## src/logic/lc3b_pkg.sv

```systemverilog
package lc3b_pkg;

	typedef logic [15:0] lc3b_word;	// Instruction word.
	typedef logic [2:0] lc3b_reg;	// Register index R0..R7.
	typedef logic [7:0] lc3b_byte;	// One bit per register.

	// LC-3b opcode map, ir[15:12].
	typedef enum logic [3:0]
	{
		op_br   = 4'b0000,
		op_add  = 4'b0001,
		op_ldb  = 4'b0010,
		op_stb  = 4'b0011,
		op_jsr  = 4'b0100,
		op_and  = 4'b0101,
		op_ldr  = 4'b0110,
		op_str  = 4'b0111,
		op_rti  = 4'b1000,
		op_not  = 4'b1001,
		op_ldi  = 4'b1010,
		op_sti  = 4'b1011,
		op_jmp  = 4'b1100,
		op_shf  = 4'b1101,
		op_lea  = 4'b1110,
		op_trap = 4'b1111
	} lc3b_opcode;

	// Per-instruction control that the stall logic needs.
	typedef struct packed
	{
		logic    uses_sr1;	// Reads ir[8:6].
		logic    uses_sr2;	// Reads ir[2:0].
		logic    uses_dest;	// Writes dest at writeback.
		logic    is_store;	// Also reads ir[11:9].
		logic    is_branch;	// Opens the branch shadow.
		logic    mem_access;	// Uses the data port in memory stage.
		lc3b_reg dest;
	} lc3b_control;

	// Contents of the execute, memory and writeback registers.
	typedef struct packed
	{
		logic        valid;
		lc3b_control ctrl;
	} lc3b_stage;

	// BR with n, z and p all clear never branches.
	localparam lc3b_word nop_word = 16'h0000;

	// JSR and TRAP save the return address here.
	localparam lc3b_reg link_reg = 3'd7;

endpackage : lc3b_pkg
```

## src/logic/pipeline_control.sv

```systemverilog
`timescale 1ns/10ps

module pipeline_control
#(
	parameter int BRANCH_SHADOW = 3
)
(
	input  logic               clk,
	input  logic               rst_n,
	output logic               imem_read,
	input  logic               imem_resp,
	input  lc3b_pkg::lc3b_word imem_rdata,
	output logic               dmem_request,
	input  logic               dmem_resp,
	output logic               load_pc,
	output logic               load_de,
	output logic               load_ex,
	output logic               load_mem,
	output logic               load_wb,
	output logic               insert_nop,
	output logic               wb_valid,
	output lc3b_pkg::lc3b_reg  wb_dest
);
	import lc3b_pkg::*;

	lc3b_word    decode_ir;
	lc3b_control decode_ctrl;
	lc3b_byte    reg_valid;
	lc3b_stage   mem_stage;
	lc3b_stage   wb_stage;
	logic        issue;
	logic        retire;

	assign dmem_request = mem_stage.valid & mem_stage.ctrl.mem_access;
	assign retire = wb_stage.valid & wb_stage.ctrl.uses_dest & load_wb;	// Frozen on data miss.
	assign wb_valid = wb_stage.valid;
	assign wb_dest = wb_stage.ctrl.dest;

	control_decoder decoder
	(
		.ir   (decode_ir),
		.ctrl (decode_ctrl)
	);

	hazard_detection #(.BRANCH_SHADOW(BRANCH_SHADOW)) hazards
	(
		.clk(clk), .rst_n(rst_n), .ir(decode_ir), .ctrl(decode_ctrl), .reg_valid(reg_valid),
		.imem_resp(imem_resp), .dmem_request(dmem_request), .dmem_resp(dmem_resp),
		.imem_read(imem_read), .load_pc(load_pc), .load_de(load_de), .load_ex(load_ex),
		.load_mem(load_mem), .load_wb(load_wb), .insert_nop(insert_nop), .issue(issue)
	);

	register_scoreboard scoreboard
	(
		.clk(clk), .rst_n(rst_n), .issue(issue), .issue_index(decode_ctrl.dest),
		.retire(retire), .retire_index(wb_stage.ctrl.dest), .reg_valid(reg_valid)
	);

	stage_pipeline stages
	(
		.clk(clk), .rst_n(rst_n), .fetch_word(imem_rdata), .load_de(load_de),
		.load_ex(load_ex), .insert_nop(insert_nop), .decode_ir(decode_ir),
		.decode_ctrl(decode_ctrl), .mem_stage(mem_stage), .wb_stage(wb_stage)
	);

endmodule : pipeline_control

```

## src/logic/stage_pipeline.sv

```systemverilog
`timescale 1ns/10ps

module stage_pipeline
(
	input  logic                  clk,
	input  logic                  rst_n,
	input  lc3b_pkg::lc3b_word    fetch_word,
	input  logic                  load_de,
	input  logic                  load_ex,
	input  logic                  insert_nop,
	output lc3b_pkg::lc3b_word    decode_ir,
	input  lc3b_pkg::lc3b_control decode_ctrl,
	output lc3b_pkg::lc3b_stage   mem_stage,
	output lc3b_pkg::lc3b_stage   wb_stage
);
	import lc3b_pkg::*;

	lc3b_word  ir_q;
	lc3b_stage ex_stage;

	always_ff @(posedge clk)
	begin
		if (!rst_n)
			ir_q <= nop_word;
		else if (load_de)
			ir_q <= fetch_word;	// Held while decode stalls.
	end

	// Execute, memory and writeback advance together on load_ex.
	always_ff @(posedge clk)
	begin
		if (!rst_n)
		begin
			ex_stage <= '0;
			mem_stage <= '0;
			wb_stage <= '0;
		end
		else if (load_ex)
		begin
			if (insert_nop)
				ex_stage <= '0;	// Bubble.
			else
				ex_stage <= '{valid: 1'b1, ctrl: decode_ctrl};
			mem_stage <= ex_stage;
			wb_stage <= mem_stage;
		end
	end

	assign decode_ir = ir_q;

	// Execute and memory come out of reset empty too, so writeback stays empty for three clocks.
	assert property (@(posedge clk)
		!rst_n |=> !wb_stage.valid ##1 !wb_stage.valid ##1 !wb_stage.valid)
	else
		$error("Writeback stage valid too soon after reset");

endmodule : stage_pipeline

```

## src/logic/hazard_detection.sv

```systemverilog
`timescale 1ns/10ps

module hazard_detection
#(
	parameter int BRANCH_SHADOW = 3
)
(
	input  logic                  clk,
	input  logic                  rst_n,
	input  lc3b_pkg::lc3b_word    ir,
	input  lc3b_pkg::lc3b_control ctrl,
	input  lc3b_pkg::lc3b_byte    reg_valid,
	input  logic                  imem_resp,
	input  logic                  dmem_request,
	input  logic                  dmem_resp,
	output logic                  imem_read,
	output logic                  load_pc,
	output logic                  load_de,
	output logic                  load_ex,
	output logic                  load_mem,
	output logic                  load_wb,
	output logic                  insert_nop,
	output logic                  issue
);
	import lc3b_pkg::*;

	localparam int CNT_W = $clog2(BRANCH_SHADOW + 1);

	lc3b_reg sr1;
	lc3b_reg sr2;
	lc3b_reg store_src;

	logic data_hazard;
	logic imem_miss;
	logic dmem_miss;
	logic load_start;
	logic load_end;
	logic branch_issue;
	logic [CNT_W-1:0] br_count;

	assign sr1 = ir[8:6];
	assign sr2 = ir[2:0];
	assign store_src = ir[11:9];

	// Any source still owned by an instruction that has not retired.
	assign data_hazard = (ctrl.uses_sr1 & ~reg_valid[sr1])
		| (ctrl.uses_sr2 & ~reg_valid[sr2])
		| (ctrl.is_store & ~reg_valid[store_src]);

	assign imem_read = ~data_hazard;	// No point fetching while decode is stuck.
	assign imem_miss = imem_read & ~imem_resp;
	assign dmem_miss = dmem_request & ~dmem_resp;

	assign insert_nop = data_hazard | imem_miss | (br_count != '0);

	assign load_end = ~dmem_miss;	// Data miss freezes everything.
	assign load_start = load_end & ~insert_nop;

	assign load_pc = load_start;
	assign load_de = load_start;
	assign load_ex = load_end;
	assign load_mem = load_end;
	assign load_wb = load_end;

	// Decode instruction moves into execute this clock.
	assign issue = load_ex & ~insert_nop & ctrl.uses_dest;
	assign branch_issue = load_ex & ~insert_nop & ctrl.is_branch;

	// Counts 1..BRANCH_SHADOW after a branch, each value one bubble.
	always_ff @(posedge clk)
	begin
		if (!rst_n)
			br_count <= '0;
		else if (load_end)
		begin
			if (br_count == CNT_W'(BRANCH_SHADOW))
				br_count <= '0;	// Shadow done.
			else if (br_count != '0)
				br_count <= br_count + 1'b1;
			else if (branch_issue)
				br_count <= CNT_W'(1);
		end
	end

	// A branch that leaves decode is always followed by a bubble.
	assert property (@(posedge clk) disable iff (!rst_n)
		branch_issue |=> insert_nop)
	else
		$error("No bubble in the cycle after a branch issue");

endmodule : hazard_detection

```

## src/logic/register_scoreboard.sv

```systemverilog
`timescale 1ns/10ps

module register_scoreboard
(
	input  logic              clk,
	input  logic              rst_n,
	input  logic              issue,
	input  lc3b_pkg::lc3b_reg issue_index,
	input  logic              retire,
	input  lc3b_pkg::lc3b_reg retire_index,
	output lc3b_pkg::lc3b_byte reg_valid
);
	import lc3b_pkg::*;

	lc3b_byte valid_q;
	lc3b_byte valid_d;

	// Retire first, then issue, so an issue to the same register wins.
	always_comb
	begin
		valid_d = valid_q;
		if (retire)
			valid_d[retire_index] = 1'b1;	// Producer has written back.
		if (issue)
			valid_d[issue_index] = 1'b0;	// New producer in flight.
	end

	always_ff @(posedge clk)
	begin
		if (!rst_n)
			valid_q <= '1;	// Nothing in flight after reset.
		else
			valid_q <= valid_d;
	end

	assign reg_valid = valid_q;

	// Two writers of one register in flight make the first retire set the bit early.
	assert property (@(posedge clk) disable iff (!rst_n)
		retire |-> !valid_q[retire_index])
	else
		$warning("Retire to R%0d that is already valid", retire_index);

endmodule : register_scoreboard

```

## src/logic/control_decoder.sv

```systemverilog
`timescale 1ns/10ps

module control_decoder
(
	input  lc3b_pkg::lc3b_word    ir,
	output lc3b_pkg::lc3b_control ctrl
);
	import lc3b_pkg::*;

	lc3b_opcode opcode;
	lc3b_reg    dr;

	assign opcode = lc3b_opcode'(ir[15:12]);
	assign dr = ir[11:9];	// DR for ALU ops and loads, SR for stores.

	always_comb
	begin
		ctrl = '0;	// Unlisted fields stay clear.
		unique case (opcode)
			op_br:
			begin
				ctrl.is_branch = (ir[11:9] != 3'b000);	// nzp of zero is the NOP.
			end
			op_add, op_and:
			begin
				ctrl.uses_sr1 = 1'b1;
				ctrl.uses_sr2 = ~ir[5];	// ir[5] selects imm5.
				ctrl.uses_dest = 1'b1;
				ctrl.dest = dr;
			end
			op_not, op_shf:
			begin
				ctrl.uses_sr1 = 1'b1;
				ctrl.uses_dest = 1'b1;
				ctrl.dest = dr;
			end
			op_ldb, op_ldr, op_ldi:
			begin
				ctrl.uses_sr1 = 1'b1;	// Base register.
				ctrl.uses_dest = 1'b1;
				ctrl.mem_access = 1'b1;
				ctrl.dest = dr;
			end
			op_stb, op_str, op_sti:
			begin
				ctrl.uses_sr1 = 1'b1;	// Base register.
				ctrl.is_store = 1'b1;
				ctrl.mem_access = 1'b1;
			end
			op_jsr:
			begin
				ctrl.uses_sr1 = ~ir[11];	// JSRR takes its target from BaseR.
				ctrl.uses_dest = 1'b1;
				ctrl.dest = link_reg;
			end
			op_jmp:
			begin
				ctrl.uses_sr1 = 1'b1;
			end
			op_lea:
			begin
				ctrl.uses_dest = 1'b1;
				ctrl.dest = dr;
			end
			op_trap:
			begin
				ctrl.uses_dest = 1'b1;
				ctrl.dest = link_reg;
			end
			op_rti:
			begin
				ctrl = '0;	// No register traffic tracked.
			end
			default:
			begin
				ctrl = '0;
			end
		endcase
	end

endmodule : control_decoder

```

## config.mk

```make
export PLATFORM = sky130hd
export DESIGN_NAME = pipeline_control
export DESIGN_NICKNAME = d
export VERILOG_FILES = /design/src/logic/lc3b_pkg.sv /design/src/logic/pipeline_control.sv /design/src/logic/stage_pipeline.sv /design/src/logic/hazard_detection.sv /design/src/logic/register_scoreboard.sv /design/src/logic/control_decoder.sv
export SDC_FILE = /design/constraint.sdc
export NUM_CORES = 1
export LEC_CHECK = 0
export BUFFER_PORTS_ARGS = -buffer_cell sky130_fd_sc_hd__buf_2
export CORE_MARGIN = 8
export CORE_UTILIZATION = 30
export DETAILED_ROUTE_END_ITERATION = 8
export GPL_TIMING_DRIVEN = 0
export HOLD_SLACK_MARGIN = 0.03
export MAX_ROUTING_LAYER = met4
export SLEW_MARGIN = 20
export SYNTH_ARGS = -nofsm -noshare
export SYNTH_HDL_FRONTEND = slang
export SYNTH_SLANG_ARGS = --single-unit
```

## constraint.sdc

```tcl
create_clock -name clk -period 1.9 [get_ports clk]
set_input_delay 0 -clock clk [delete_from_list [all_inputs] [get_ports clk]]
set_output_delay 0 -clock clk [all_outputs]
set_load 0.01 [all_outputs]
```

==> flow_metrics.py, run 1 <==
metrics = {
    "cts": {
        "clock_latency_ns": 0.30,
        "numCtsBuffers": 5,
        "cts_tree": "done",
        "clockBufferDepth": 2,
        "cts_root_buffer": "clkbuf_8",
        "cts_htree_levels": 2,
        "cts_sinks": 41,
        "clk_pin_slew_worst_paths_ns": 0.08,
    },
    "logic_synthesis": {
        "ys_ff_latch": 41,
        "syn_inst": 250,
        "yosysTopAreaCell": "dfxtp_1",
        "ys_top_cells_by_area": "dfxtp_1 (38%), mux2i_1 (11%), nand2_1 (10%), a21oi_1 (3.0%), buf_4 (2.8%)",
        "synth_area_um2": 2150,
        "yosys_warnings": 0,
        "yosysUniqueCellTypes": 44,
        "ys_seq_area_frac": 0.382,
        "synth.avg_cell_area_um2": 8.59,
        "synth_top_area_share": 0.382,
        "synth_nets": 272,
    },
    "layout": {
        "diodes": 0,
        "area_delta_synth_final_pct": 35.8,
        "final_common_cell": "nand2_1",
        "layout_common_cells": "nand2_1 (58), dfxtp_1 (31), buf_2 (27), mux2i_1 (24)",
        "nNetsFinal": 336,
        "layout-drive-gt1-share": 0.295,
        "layout.cells.non_filler": 414,
    },
    "global_routing": {
        "grt_use_met2": 0.197,
        "antenna_found_initial": 0,
        "grt_pass1_vias": 1980,
        "grt_max_degree": 14,
        "gr-total-overflow": 0,
        "use_met1": 0.137,
        "grt_usage": 0.118,
        "top_usage_layer": "met2",
        "grt_pass1_wl_um": 9450,
        "met3_usage": 0.0262,
    },
    "floorplanning": {
        "core_area_um2": 7100,
        "start_util": 0.302,
        "io_pins": 32,
        "rows": 31,
        "die_y_um": 101,
        "die_w_um": 101,
        "dieArea_um2": 10100,
    },
    "detailed_routing": {
        "postRouteAntennaNets": 0,
        "drt_iter0_drc": 116,
        "via_per_inst": 4.79,
        "wl_um": 5680,
        "dr_total_vias": 1982,
        "dr.pass1.iters": 4,
        "drc": 0,
        "post_drt_wl_per_cell_um": 13.7,
    },
    "worst_setup_path": {
        "end_kind": "flip-flop",
        "r2r_slack_ns": -0.32,
        "cp_data_arrival_time_ns": 2.41,
        "crit_required_ns": 2.09,
        "worstPathMaxFanout": 5,
        "worstSetupPathType": "reg2reg",
        "critPathLaunchType": "flip-flop",
    },
    "min_path": {
        "min_path_type": "in2reg",
    },
    "sta": {
        "clock_skew_ns": 0.00938,
        "setup_viol": 32,
        "slew_viol_final": 0,
        "max_freq_mhz": 450,
        "hold_viol": 0,
        "hold_ws_ns": 0.142,
        "layout_setup_ws_ns": -0.321,
        "post-route-period-util": 1.17,
        "rsz0062_at_grt": "yes",
        "relSlewSlack": 0.650,
        "tightest_slew_ns": 0.521,
        "min_period_ns": 2.22,
    },
    "placement": {
        "post-place-cells": 378,
        "gp_congestion": 0.882,
        "pre_cts_ws_ns": -0.207,
        "port_buffers": 29,
        "dp_hpwl_um": 3760,
    },
    "power_and_ir_drop": {
        "switchingPower_uw": 1060,
        "comb_power_share": 0.438,
        "seq_power_share": 0.373,
        "power.share.clock": 0.189,
        "p_per_area_nw_per_um2": 1030,
        "total_leakage_power_uw": 0.00116,
        "swShare": 0.352,
        "p_int_uw": 1950,
        "ir_drop_v": 0.000340,
    },
    "status": {
        "failed_checks": "setup timing",
        "status": "complete, but fails checks",
    },
    "job": {
        "maxCapViolCount": 0,
    },
}
==> logic make-up after synthesis <==
family / Yosys count / synth area share
AND/OR/NAND/NOR: 112 / 0.250
flip-flops: 41 / 0.382
AO/OA/AOI/OAI: 36 / 0.125
buffers and inverters: 31 / 0.0886
multiplexers: 27 / 0.138
adder cells (fa/ha/maj): 2 / 0.0117
XOR/XNOR: 1 / 0.00408
==> sequential cells by signal, summed over array words and instances (netlist names) <==
register	cells
scoreboard.reg_valid	8
stages.wb_stage	5
stages.ex_stage	6
hazards.br_count	2
stages.mem_stage	6
stages.decode_ir	14
==> through the flow <==
step,instance area [µm²],TNS (ns),util,power [µW]
6_report,2920,-6.67,0.411,3010
5_1_grt,2920,-9.47,0.411,3200
4_1_cts,2810,-6.18,0.396,2880
3_5_place_dp,2450,-2.78,0.345,2110
3_3_place_gp,2450,-2.76,0.345,2090
2_1_floorplan,2180,-0.0304,-,1890
==> cell usage after synthesis (all sizes together) <==
cell / count
xor2: 1
dfxtp: 41
and3: 2
a31o: 1
nor3b: 3
buf: 13
o2bb2a: 1
a32o: 3
or2: 1
nand2: 59
a21boi: 1
mux2i: 24
o31a: 1
inv: 9
mux4: 2
a2111oi: 1
a311o: 1
mux2: 1
nor4: 1
o21a: 1
ha: 2
a31oi: 4
a21oi: 13
or3: 5
nand4b: 1
o41ai: 1
nor2b: 2
o311a: 1
o21ai: 4
o32a: 3
nor2: 16
clkbuf: 8
nand4: 2
dlygate4sd3: 1
and2: 3
or4: 1
nor3: 11
nand3: 5
==> critical path, cell delays in order (launching register included) <==
cell and delay [ns]:
dfxtp_4 0.37, mux2i_1 0.12, mux4_2 0.51, nand4b_4 0.12
o41ai_4 0.10, buf_4 0.17, buf_6 0.11, or3_4 0.37
o31a_1 0.24
==> layer usage <==
layer	wire, µm	vias to the layer above	part of all wire
li1	-	991	-
met1	2560	930	0.45
met2	2760	49	0.49
met3	228	12	0.040
met4	128	0	0.023
met5	0	-	0
==> what timing repair did <==
action / CTS / global route
endpoints found under the hold margin: 15 / 0
gates resized for setup: 23 / 18
hold buffers: 15 / 0
buffers inserted: 11 / 3
setup endpoints to repair: 33 / 32
pin swaps: 7 / 13
gates cloned: 1 / 0
==> power groups by stage <==
stage | Combinational, µW | Clock, µW | Sequential (µW)
4_1_cts | 1190 | 580 | 1110
5_1_grt | 1440 | 622 | 1140
3_5_place_dp | 981 | 0 | 1130
3_3_place_gp | 964 | 0 | 1120
2_1_floorplan | 790 | 0 | 1100
6_report | 1320 | 570 | 1120
==> final timing paths <==
check / startpoint / endpoint / cells past startpoint
max: stages.decode_ir[1]$_SDFFE_PN0P_ / scoreboard.reg_valid[3]$_SDFF_PN1_ / 8
min: rst_n / scoreboard.reg_valid[5]$_SDFF_PN1_ / 3
max reg2reg: stages.decode_ir[1]$_SDFFE_PN0P_ / scoreboard.reg_valid[3]$_SDFF_PN1_ / 8
min reg2reg: stages.mem_stage[9]$_SDFFE_PN0N_ / stages.wb_stage[9]$_SDFFE_PN0N_ / 1
==> area by class of cell <==
class,instances,area [µm²]
inverter,9,33.8
tap,99,124
sequential,41,838
timing repair buffer,59,475
multi-input combinational,178,1210
fill,717,4180
clock buffer,5,68.8
buffer,20,149
clock inverter,3,17.5
Note: power is estimated with default switching activity, not from simulation.
==> run 2: changes to the inputs <==
--- a/config.mk
+++ b/config.mk
@@ -12,6 +12,7 @@
 export GPL_TIMING_DRIVEN = 0
 export HOLD_SLACK_MARGIN = 0.03
 export MAX_ROUTING_LAYER = met4
+export SKIP_LAST_GASP = 1
 export SLEW_MARGIN = 20
 export SYNTH_ARGS = -nofsm -noshare
 export SYNTH_HDL_FRONTEND = slang
==> flow_metrics.py, run 2 (synthesized netlist as in run 1, its figures left out) <==
metrics = {
    "detailed_routing": {
        "drc": 0,
        "wl_met1_um": 2510,
        "wl_met2_um": 2770,
        "dr_total_vias": 1975,
        "via_per_inst": 4.77,
        "dr.pass1.iters": 4,
        "top_layer_used": "met4",
        "postRouteAntennaNets": 0,
        "wl_met3_um": 255,
        "wl_um": 5650,
        "drt_iter0_drc": 158,
        "post_drt_wl_per_cell_um": 13.6,
    },
    "global_routing": {
        "grt_usage": 0.119,
        "antenna_found_initial": 0,
        "grt_pass1_vias": 1980,
        "gr-total-overflow": 0,
        "grt_pass1_wl_um": 9470,
        "grt_max_degree": 14,
    },
    "layout": {
        "layout_common_cells": "nand2_1 (58), dfxtp_1 (31), buf_2 (27), mux2i_1 (24)",
        "final_common_cell": "nand2_1",
        "layout-drive-gt1-share": 0.295,
        "nNetsFinal": 336,
        "area_delta_synth_final_pct": 35.8,
        "diodes": 0,
        "utilization": 0.411,
        "largest_reg_flops": 14,
    },
    "worst_setup_path": {
        "max_stage_delay_ns": 0.51,
        "critPathLaunchType": "flip-flop",
        "cp_data_arrival_time_ns": 2.41,
        "cp_slowest_cell": "mux4_2",
        "end_kind": "flip-flop",
        "path_cells": "mux2i_1 -> mux4_2 -> nand4b_4 -> o41ai_4 -> buf_4 -> buf_6 -> or3_4 -> o31a_1",
        "worstSetupPathType": "reg2reg",
        "crit_required_ns": 2.09,
        "worstPathMaxFanout": 5,
    },
    "cts": {
        "clockBufferDepth": 2,
        "cts_root_buffer": "clkbuf_8",
        "clock_latency_ns": 0.30,
        "numCtsBuffers": 5,
        "cts_tree": "done",
        "clk_pin_slew_worst_paths_ns": 0.08,
        "cts_sinks": 41,
        "cts_htree_levels": 2,
    },
    "power_and_ir_drop": {
        "ir_drop_v": 0.000342,
        "p_per_area_nw_per_um2": 1030,
        "switchingPower_uw": 1060,
        "power.share.clock": 0.190,
        "p_int_uw": 1950,
        "swShare": 0.352,
        "seq_power_share": 0.373,
        "total_leakage_power_uw": 0.00116,
        "comb_power_share": 0.437,
    },
    "sta": {
        "tightest_slew_ns": 0.518,
        "clock_skew_ns": 0.00815,
        "rsz0062_at_grt": "yes",
        "hold_ws_ns": 0.138,
        "post-route-period-util": 1.17,
        "layout_setup_ws_ns": -0.321,
        "setup_viol": 32,
        "max_freq_mhz": 450,
        "min_period_ns": 2.22,
        "slew_viol_final": 0,
        "setup_tns_ns": -6.66,
        "relSlewSlack": 0.653,
        "hold_viol": 0,
    },
    "placement": {
        "gp_congestion": 0.882,
        "dp_hpwl_um": 3760,
        "port_buffers": 29,
    },
    "min_path": {
        "min_path_type": "in2reg",
    },
    "status": {
        "status": "complete, but fails checks",
        "failed_checks": "setup timing",
    },
    "floorplanning": {
        "core_area_um2": 7100,
        "die_y_um": 101,
        "dieArea_um2": 10100,
        "start_util": 0.302,
        "rows": 31,
        "die_w_um": 101,
        "io_pins": 32,
    },
    "job": {
        "maxCapViolCount": 0,
    },
}
==> run 2: per-layer routing <==
metal | GRT usage | up-vias
li1 | - | 996
met1 | 0.138 | 923
met2 | 0.197 | 46
met3 | 0.0262 | 10
met4 | 0.0407 | 0
met5 | - | -
==> run 2: worst paths after layout <==
check	from	end	slack, ns	cells past startpoint
max reg2reg	stages.decode_ir[1]$_SDFFE_PN0P_	scoreboard.reg_valid[3]$_SDFF_PN1_	-0.32	8
min reg2reg	stages.mem_stage[9]$_SDFFE_PN0N_	stages.wb_stage[9]$_SDFFE_PN0N_	0.46	1
max	stages.decode_ir[1]$_SDFFE_PN0P_	scoreboard.reg_valid[3]$_SDFF_PN1_	-0.32	8
min	rst_n	scoreboard.reg_valid[5]$_SDFF_PN1_	0.14	3
==> run 2: per-stage QoR <==
stage	instance area (µm²)	setup WS, ns	power, µW	instances
finish	2920	-0.321	3010	414
floorplan	2180	-0.0299	1890	250
global route	2920	-0.375	3200	414
global placement	2450	-0.194	2090	378
detailed placement	2450	-0.207	2110	378
CTS	2810	-0.313	2880	411
==> run 2: worst max-delay path, delay by kind of cell (launching register included) <==
kind | cells | cell delay (ns)
AND/OR/NAND/NOR | 2 | 0.49
buffers and inverters | 2 | 0.28
flip-flops | 1 | 0.37
AO/OA/AOI/OAI | 2 | 0.34
multiplexers | 2 | 0.63
==> run 2: what timing repair did <==
item / in CTS / in global routing
hold buffers: 15 / 0
endpoints found under the hold margin: 15 / 0
setup endpoints to repair: 33 / 32
gates cloned: 1 / 0
pin swaps: 6 / 12
gates resized for setup: 22 / 19
setup buffers: 11 / 3
==> run 2: cell type report <==
type / instances / area [µm²]
repair buffers: 59 / 475
clock buffers: 5 / 68.8
well taps: 99 / 124
plain buffers: 20 / 149
fillers: 717 / 4180
flip-flops and latches: 41 / 838
inverters: 9 / 33.8
clock inverters: 3 / 17.5
multi-input cells: 178 / 1210
==> run 2: power groups by stage <==
| stage | Sequential, µW | Combinational (µW) | Clock (µW) |
|---|---|---|---|
| 3_3_place_gp | 1120 | 964 | 0 |
| 4_1_cts | 1110 | 1190 | 580 |
| 6_report | 1120 | 1310 | 571 |
| 5_1_grt | 1140 | 1440 | 622 |
| 2_1_floorplan | 1100 | 790 | 0 |
| 3_5_place_dp | 1130 | 981 | 0 |
==> run 3: changes to the inputs <==
--- a/config.mk
+++ b/config.mk
@@ -6,12 +6,15 @@
 export NUM_CORES = 1
 export LEC_CHECK = 0
 export BUFFER_PORTS_ARGS = -buffer_cell sky130_fd_sc_hd__buf_2
+export CELL_PAD_IN_SITES_DETAIL_PLACEMENT = 1
+export CELL_PAD_IN_SITES_GLOBAL_PLACEMENT = 1
 export CORE_MARGIN = 8
 export CORE_UTILIZATION = 30
 export DETAILED_ROUTE_END_ITERATION = 8
 export GPL_TIMING_DRIVEN = 0
 export HOLD_SLACK_MARGIN = 0.03
 export MAX_ROUTING_LAYER = met4
+export PLACE_DENSITY_LB_ADDON = 0.1
 export SKIP_LAST_GASP = 1
 export SLEW_MARGIN = 20
 export SYNTH_ARGS = -nofsm -noshare
==> flow_metrics.py, run 3 (synthesized netlist as in run 1, its figures left out) <==
metrics = {
    "status": {
        "status": "complete, but fails checks",
        "failed_checks": "setup timing",
    },
    "detailed_routing": {
        "drc": 0,
        "post_drt_wl_per_cell_um": 15.6,
        "dr_total_vias": 1937,
        "via_per_inst": 4.66,
        "dr.pass1.iters": 4,
        "drt_iter0_drc": 72,
        "postRouteAntennaNets": 0,
        "wl_um": 6500,
    },
    "sta": {
        "hold_viol": 0,
        "clock_skew_ns": 0.00754,
        "max_freq_mhz": 454,
        "post-route-period-util": 1.16,
        "setup_tns_ns": -5.86,
        "slew_viol_final": 0,
        "rsz0062_at_grt": "yes",
        "layout_setup_ws_ns": -0.302,
        "tightest_slew_ns": 0.595,
        "hold_ws_ns": 0.129,
        "setup_viol": 31,
        "relSlewSlack": 0.603,
        "min_period_ns": 2.20,
    },
    "floorplanning": {
        "die_w_um": 101,
        "core_area_um2": 7100,
        "dieArea_um2": 10100,
        "io_pins": 32,
        "start_util": 0.302,
        "rows": 31,
        "die_y_um": 101,
    },
    "layout": {
        "multi_input_area_um2": 1210,
        "seq_area_um2": 838,
        "final_common_cell": "nand2_1",
        "utilization": 0.420,
        "layout.cells.non_filler": 416,
        "area_delta_synth_final_pct": 38.9,
        "layout-drive-gt1-share": 0.300,
        "largest_reg_flops": 14,
        "nNetsFinal": 338,
        "diodes": 0,
        "layout_common_cells": "nand2_1 (58), dfxtp_1 (31), buf_2 (27), mux2i_1 (23), buf_6 (17)",
        "nFillCells": 846,
    },
    "global_routing": {
        "met3_usage": 0.0283,
        "use_met1": 0.166,
        "antenna_found_initial": 0,
        "grt_max_degree": 13,
        "top_usage_layer": "met2",
        "grt_pass1_wl_um": 10500,
        "gr-total-overflow": 0,
        "grt_pass1_vias": 2036,
        "grt_usage": 0.137,
        "grt_use_met2": 0.226,
    },
    "worst_setup_path": {
        "cp_num_cells": 8,
        "cp_slowest_cell": "mux4_2",
        "r2r-start": "stages.decode_ir[1]$_SDFFE_PN0P_",
        "critPathTopFamily": "multiplexers",
        "path_cells": "mux2i_1 -> mux4_2 -> nand4b_4 -> o41ai_4 -> buf_4 -> buf_6 -> or3_4 -> o31a_1",
        "critPathLaunchType": "flip-flop",
        "cp_data_arrival_time_ns": 2.39,
        "worstPathMaxFanout": 5,
        "end_kind": "flip-flop",
        "crit_required_ns": 2.09,
        "ff2ff_path_depth": 8,
        "r2r_slack_ns": -0.30,
        "max_stage_delay_ns": 0.51,
        "critPathBufInv": 2,
        "regToRegEndpoint": "scoreboard.reg_valid[3]$_SDFF_PN1_",
        "worstSetupPathType": "reg2reg",
    },
    "cts": {
        "clockBufferDepth": 2,
        "cts_tree": "done",
        "clk_pin_slew_worst_paths_ns": 0.09,
        "cts_root_buffer": "clkbuf_8",
        "numCtsBuffers": 5,
        "cts_htree_levels": 2,
        "clock_latency_ns": 0.29,
        "cts_sinks": 41,
    },
    "placement": {
        "gp_congestion": 0.811,
        "post-place-cells": 378,
        "dp_hpwl_um": 4370,
        "port_buffers": 29,
    },
    "min_path": {
        "min_path_type": "in2reg",
        "hold_path_depth": 3,
        "worstHoldEndpoint": "scoreboard.reg_valid[1]$_SDFF_PN1_",
        "min-delay-start": "rst_n",
    },
    "job": {
        "maxCapViolCount": 0,
    },
    "power_and_ir_drop": {
        "fin_total_pwr_uw": 3280,
        "total_leakage_power_uw": 0.00119,
        "ir_drop_v": 0.000326,
        "p_per_area_nw_per_um2": 1100,
    },
}
==> run 3: layout make-up <==
cell class,instances,area share
Buffer,21,0.0567
Clock buffer,7,0.0290
Clock inverter,1,0.0101
Sequential cell,41,0.281
Timing Repair Buffer,60,0.166
Multi-Input combinational cell,178,0.405
Inverter,9,0.0113
Tap cell,99,0.0415
==> run 3: worst max path at each step <==
| stage | from | endpoint | slack (ns) |
|---|---|---|---|
| after floorplan | stages.decode_ir[1]$_SDFFE_PN0P_ | scoreboard.reg_valid[3]$_SDFF_PN1_ | -0.03 |
| after global placement | stages.mem_stage[9]$_SDFFE_PN0N_ | scoreboard.reg_valid[5]$_SDFF_PN1_ | -0.26 |
| after detailed placement | stages.mem_stage[3]$_SDFFE_PN0N_ | scoreboard.reg_valid[7]$_SDFF_PN1_ | -0.28 |
| after CTS | stages.decode_ir[1]$_SDFFE_PN0P_ | scoreboard.reg_valid[3]$_SDFF_PN1_ | -0.40 |
| after global routing | stages.decode_ir[1]$_SDFFE_PN0P_ | load_pc | -0.40 |
| final | stages.decode_ir[1]$_SDFFE_PN0P_ | scoreboard.reg_valid[3]$_SDFF_PN1_ | -0.30 |
==> run 3: layer usage <==
layer | up-vias | part of all wire
met1 | 904 | 0.48
met2 | 31 | 0.48
met3 | 5 | 0.026
met4 | 0 | 0.0079
met5 | - | 0
li1 | 997 | -
==> run 3: stage by stage <==
step	setup WS (ns)	instance area [µm²]
after floorplan	-0.0299	2180
after global placement	-0.264	2450
after detailed placement	-0.283	2450
after CTS	-0.403	2920
after global routing	-0.400	2980
final	-0.302	2980
==> run 3: where the power goes <==
part,total [µW],internal (µW),switching (µW)
Combinational,1420,777,646
Sequential,1120,998,124
Clock,740,429,311
Total,3280,2200,1080
==> run 3: timing repair <==
action | in CTS | in global routing
hold buffers | 15 | 0
setup buffers | 13 | 3
resized for setup | 23 | 21
endpoints found under the hold margin | 15 | 0
endpoints found under the setup margin | 36 | 34
gates cloned | 1 | 0
pin swaps | 8 | 10
==> run 3: tightest hold or removal path, stage by stage <==
cell    delay (ns)
buf_2         0.13
inv_1         0.12
o32a_1        0.16
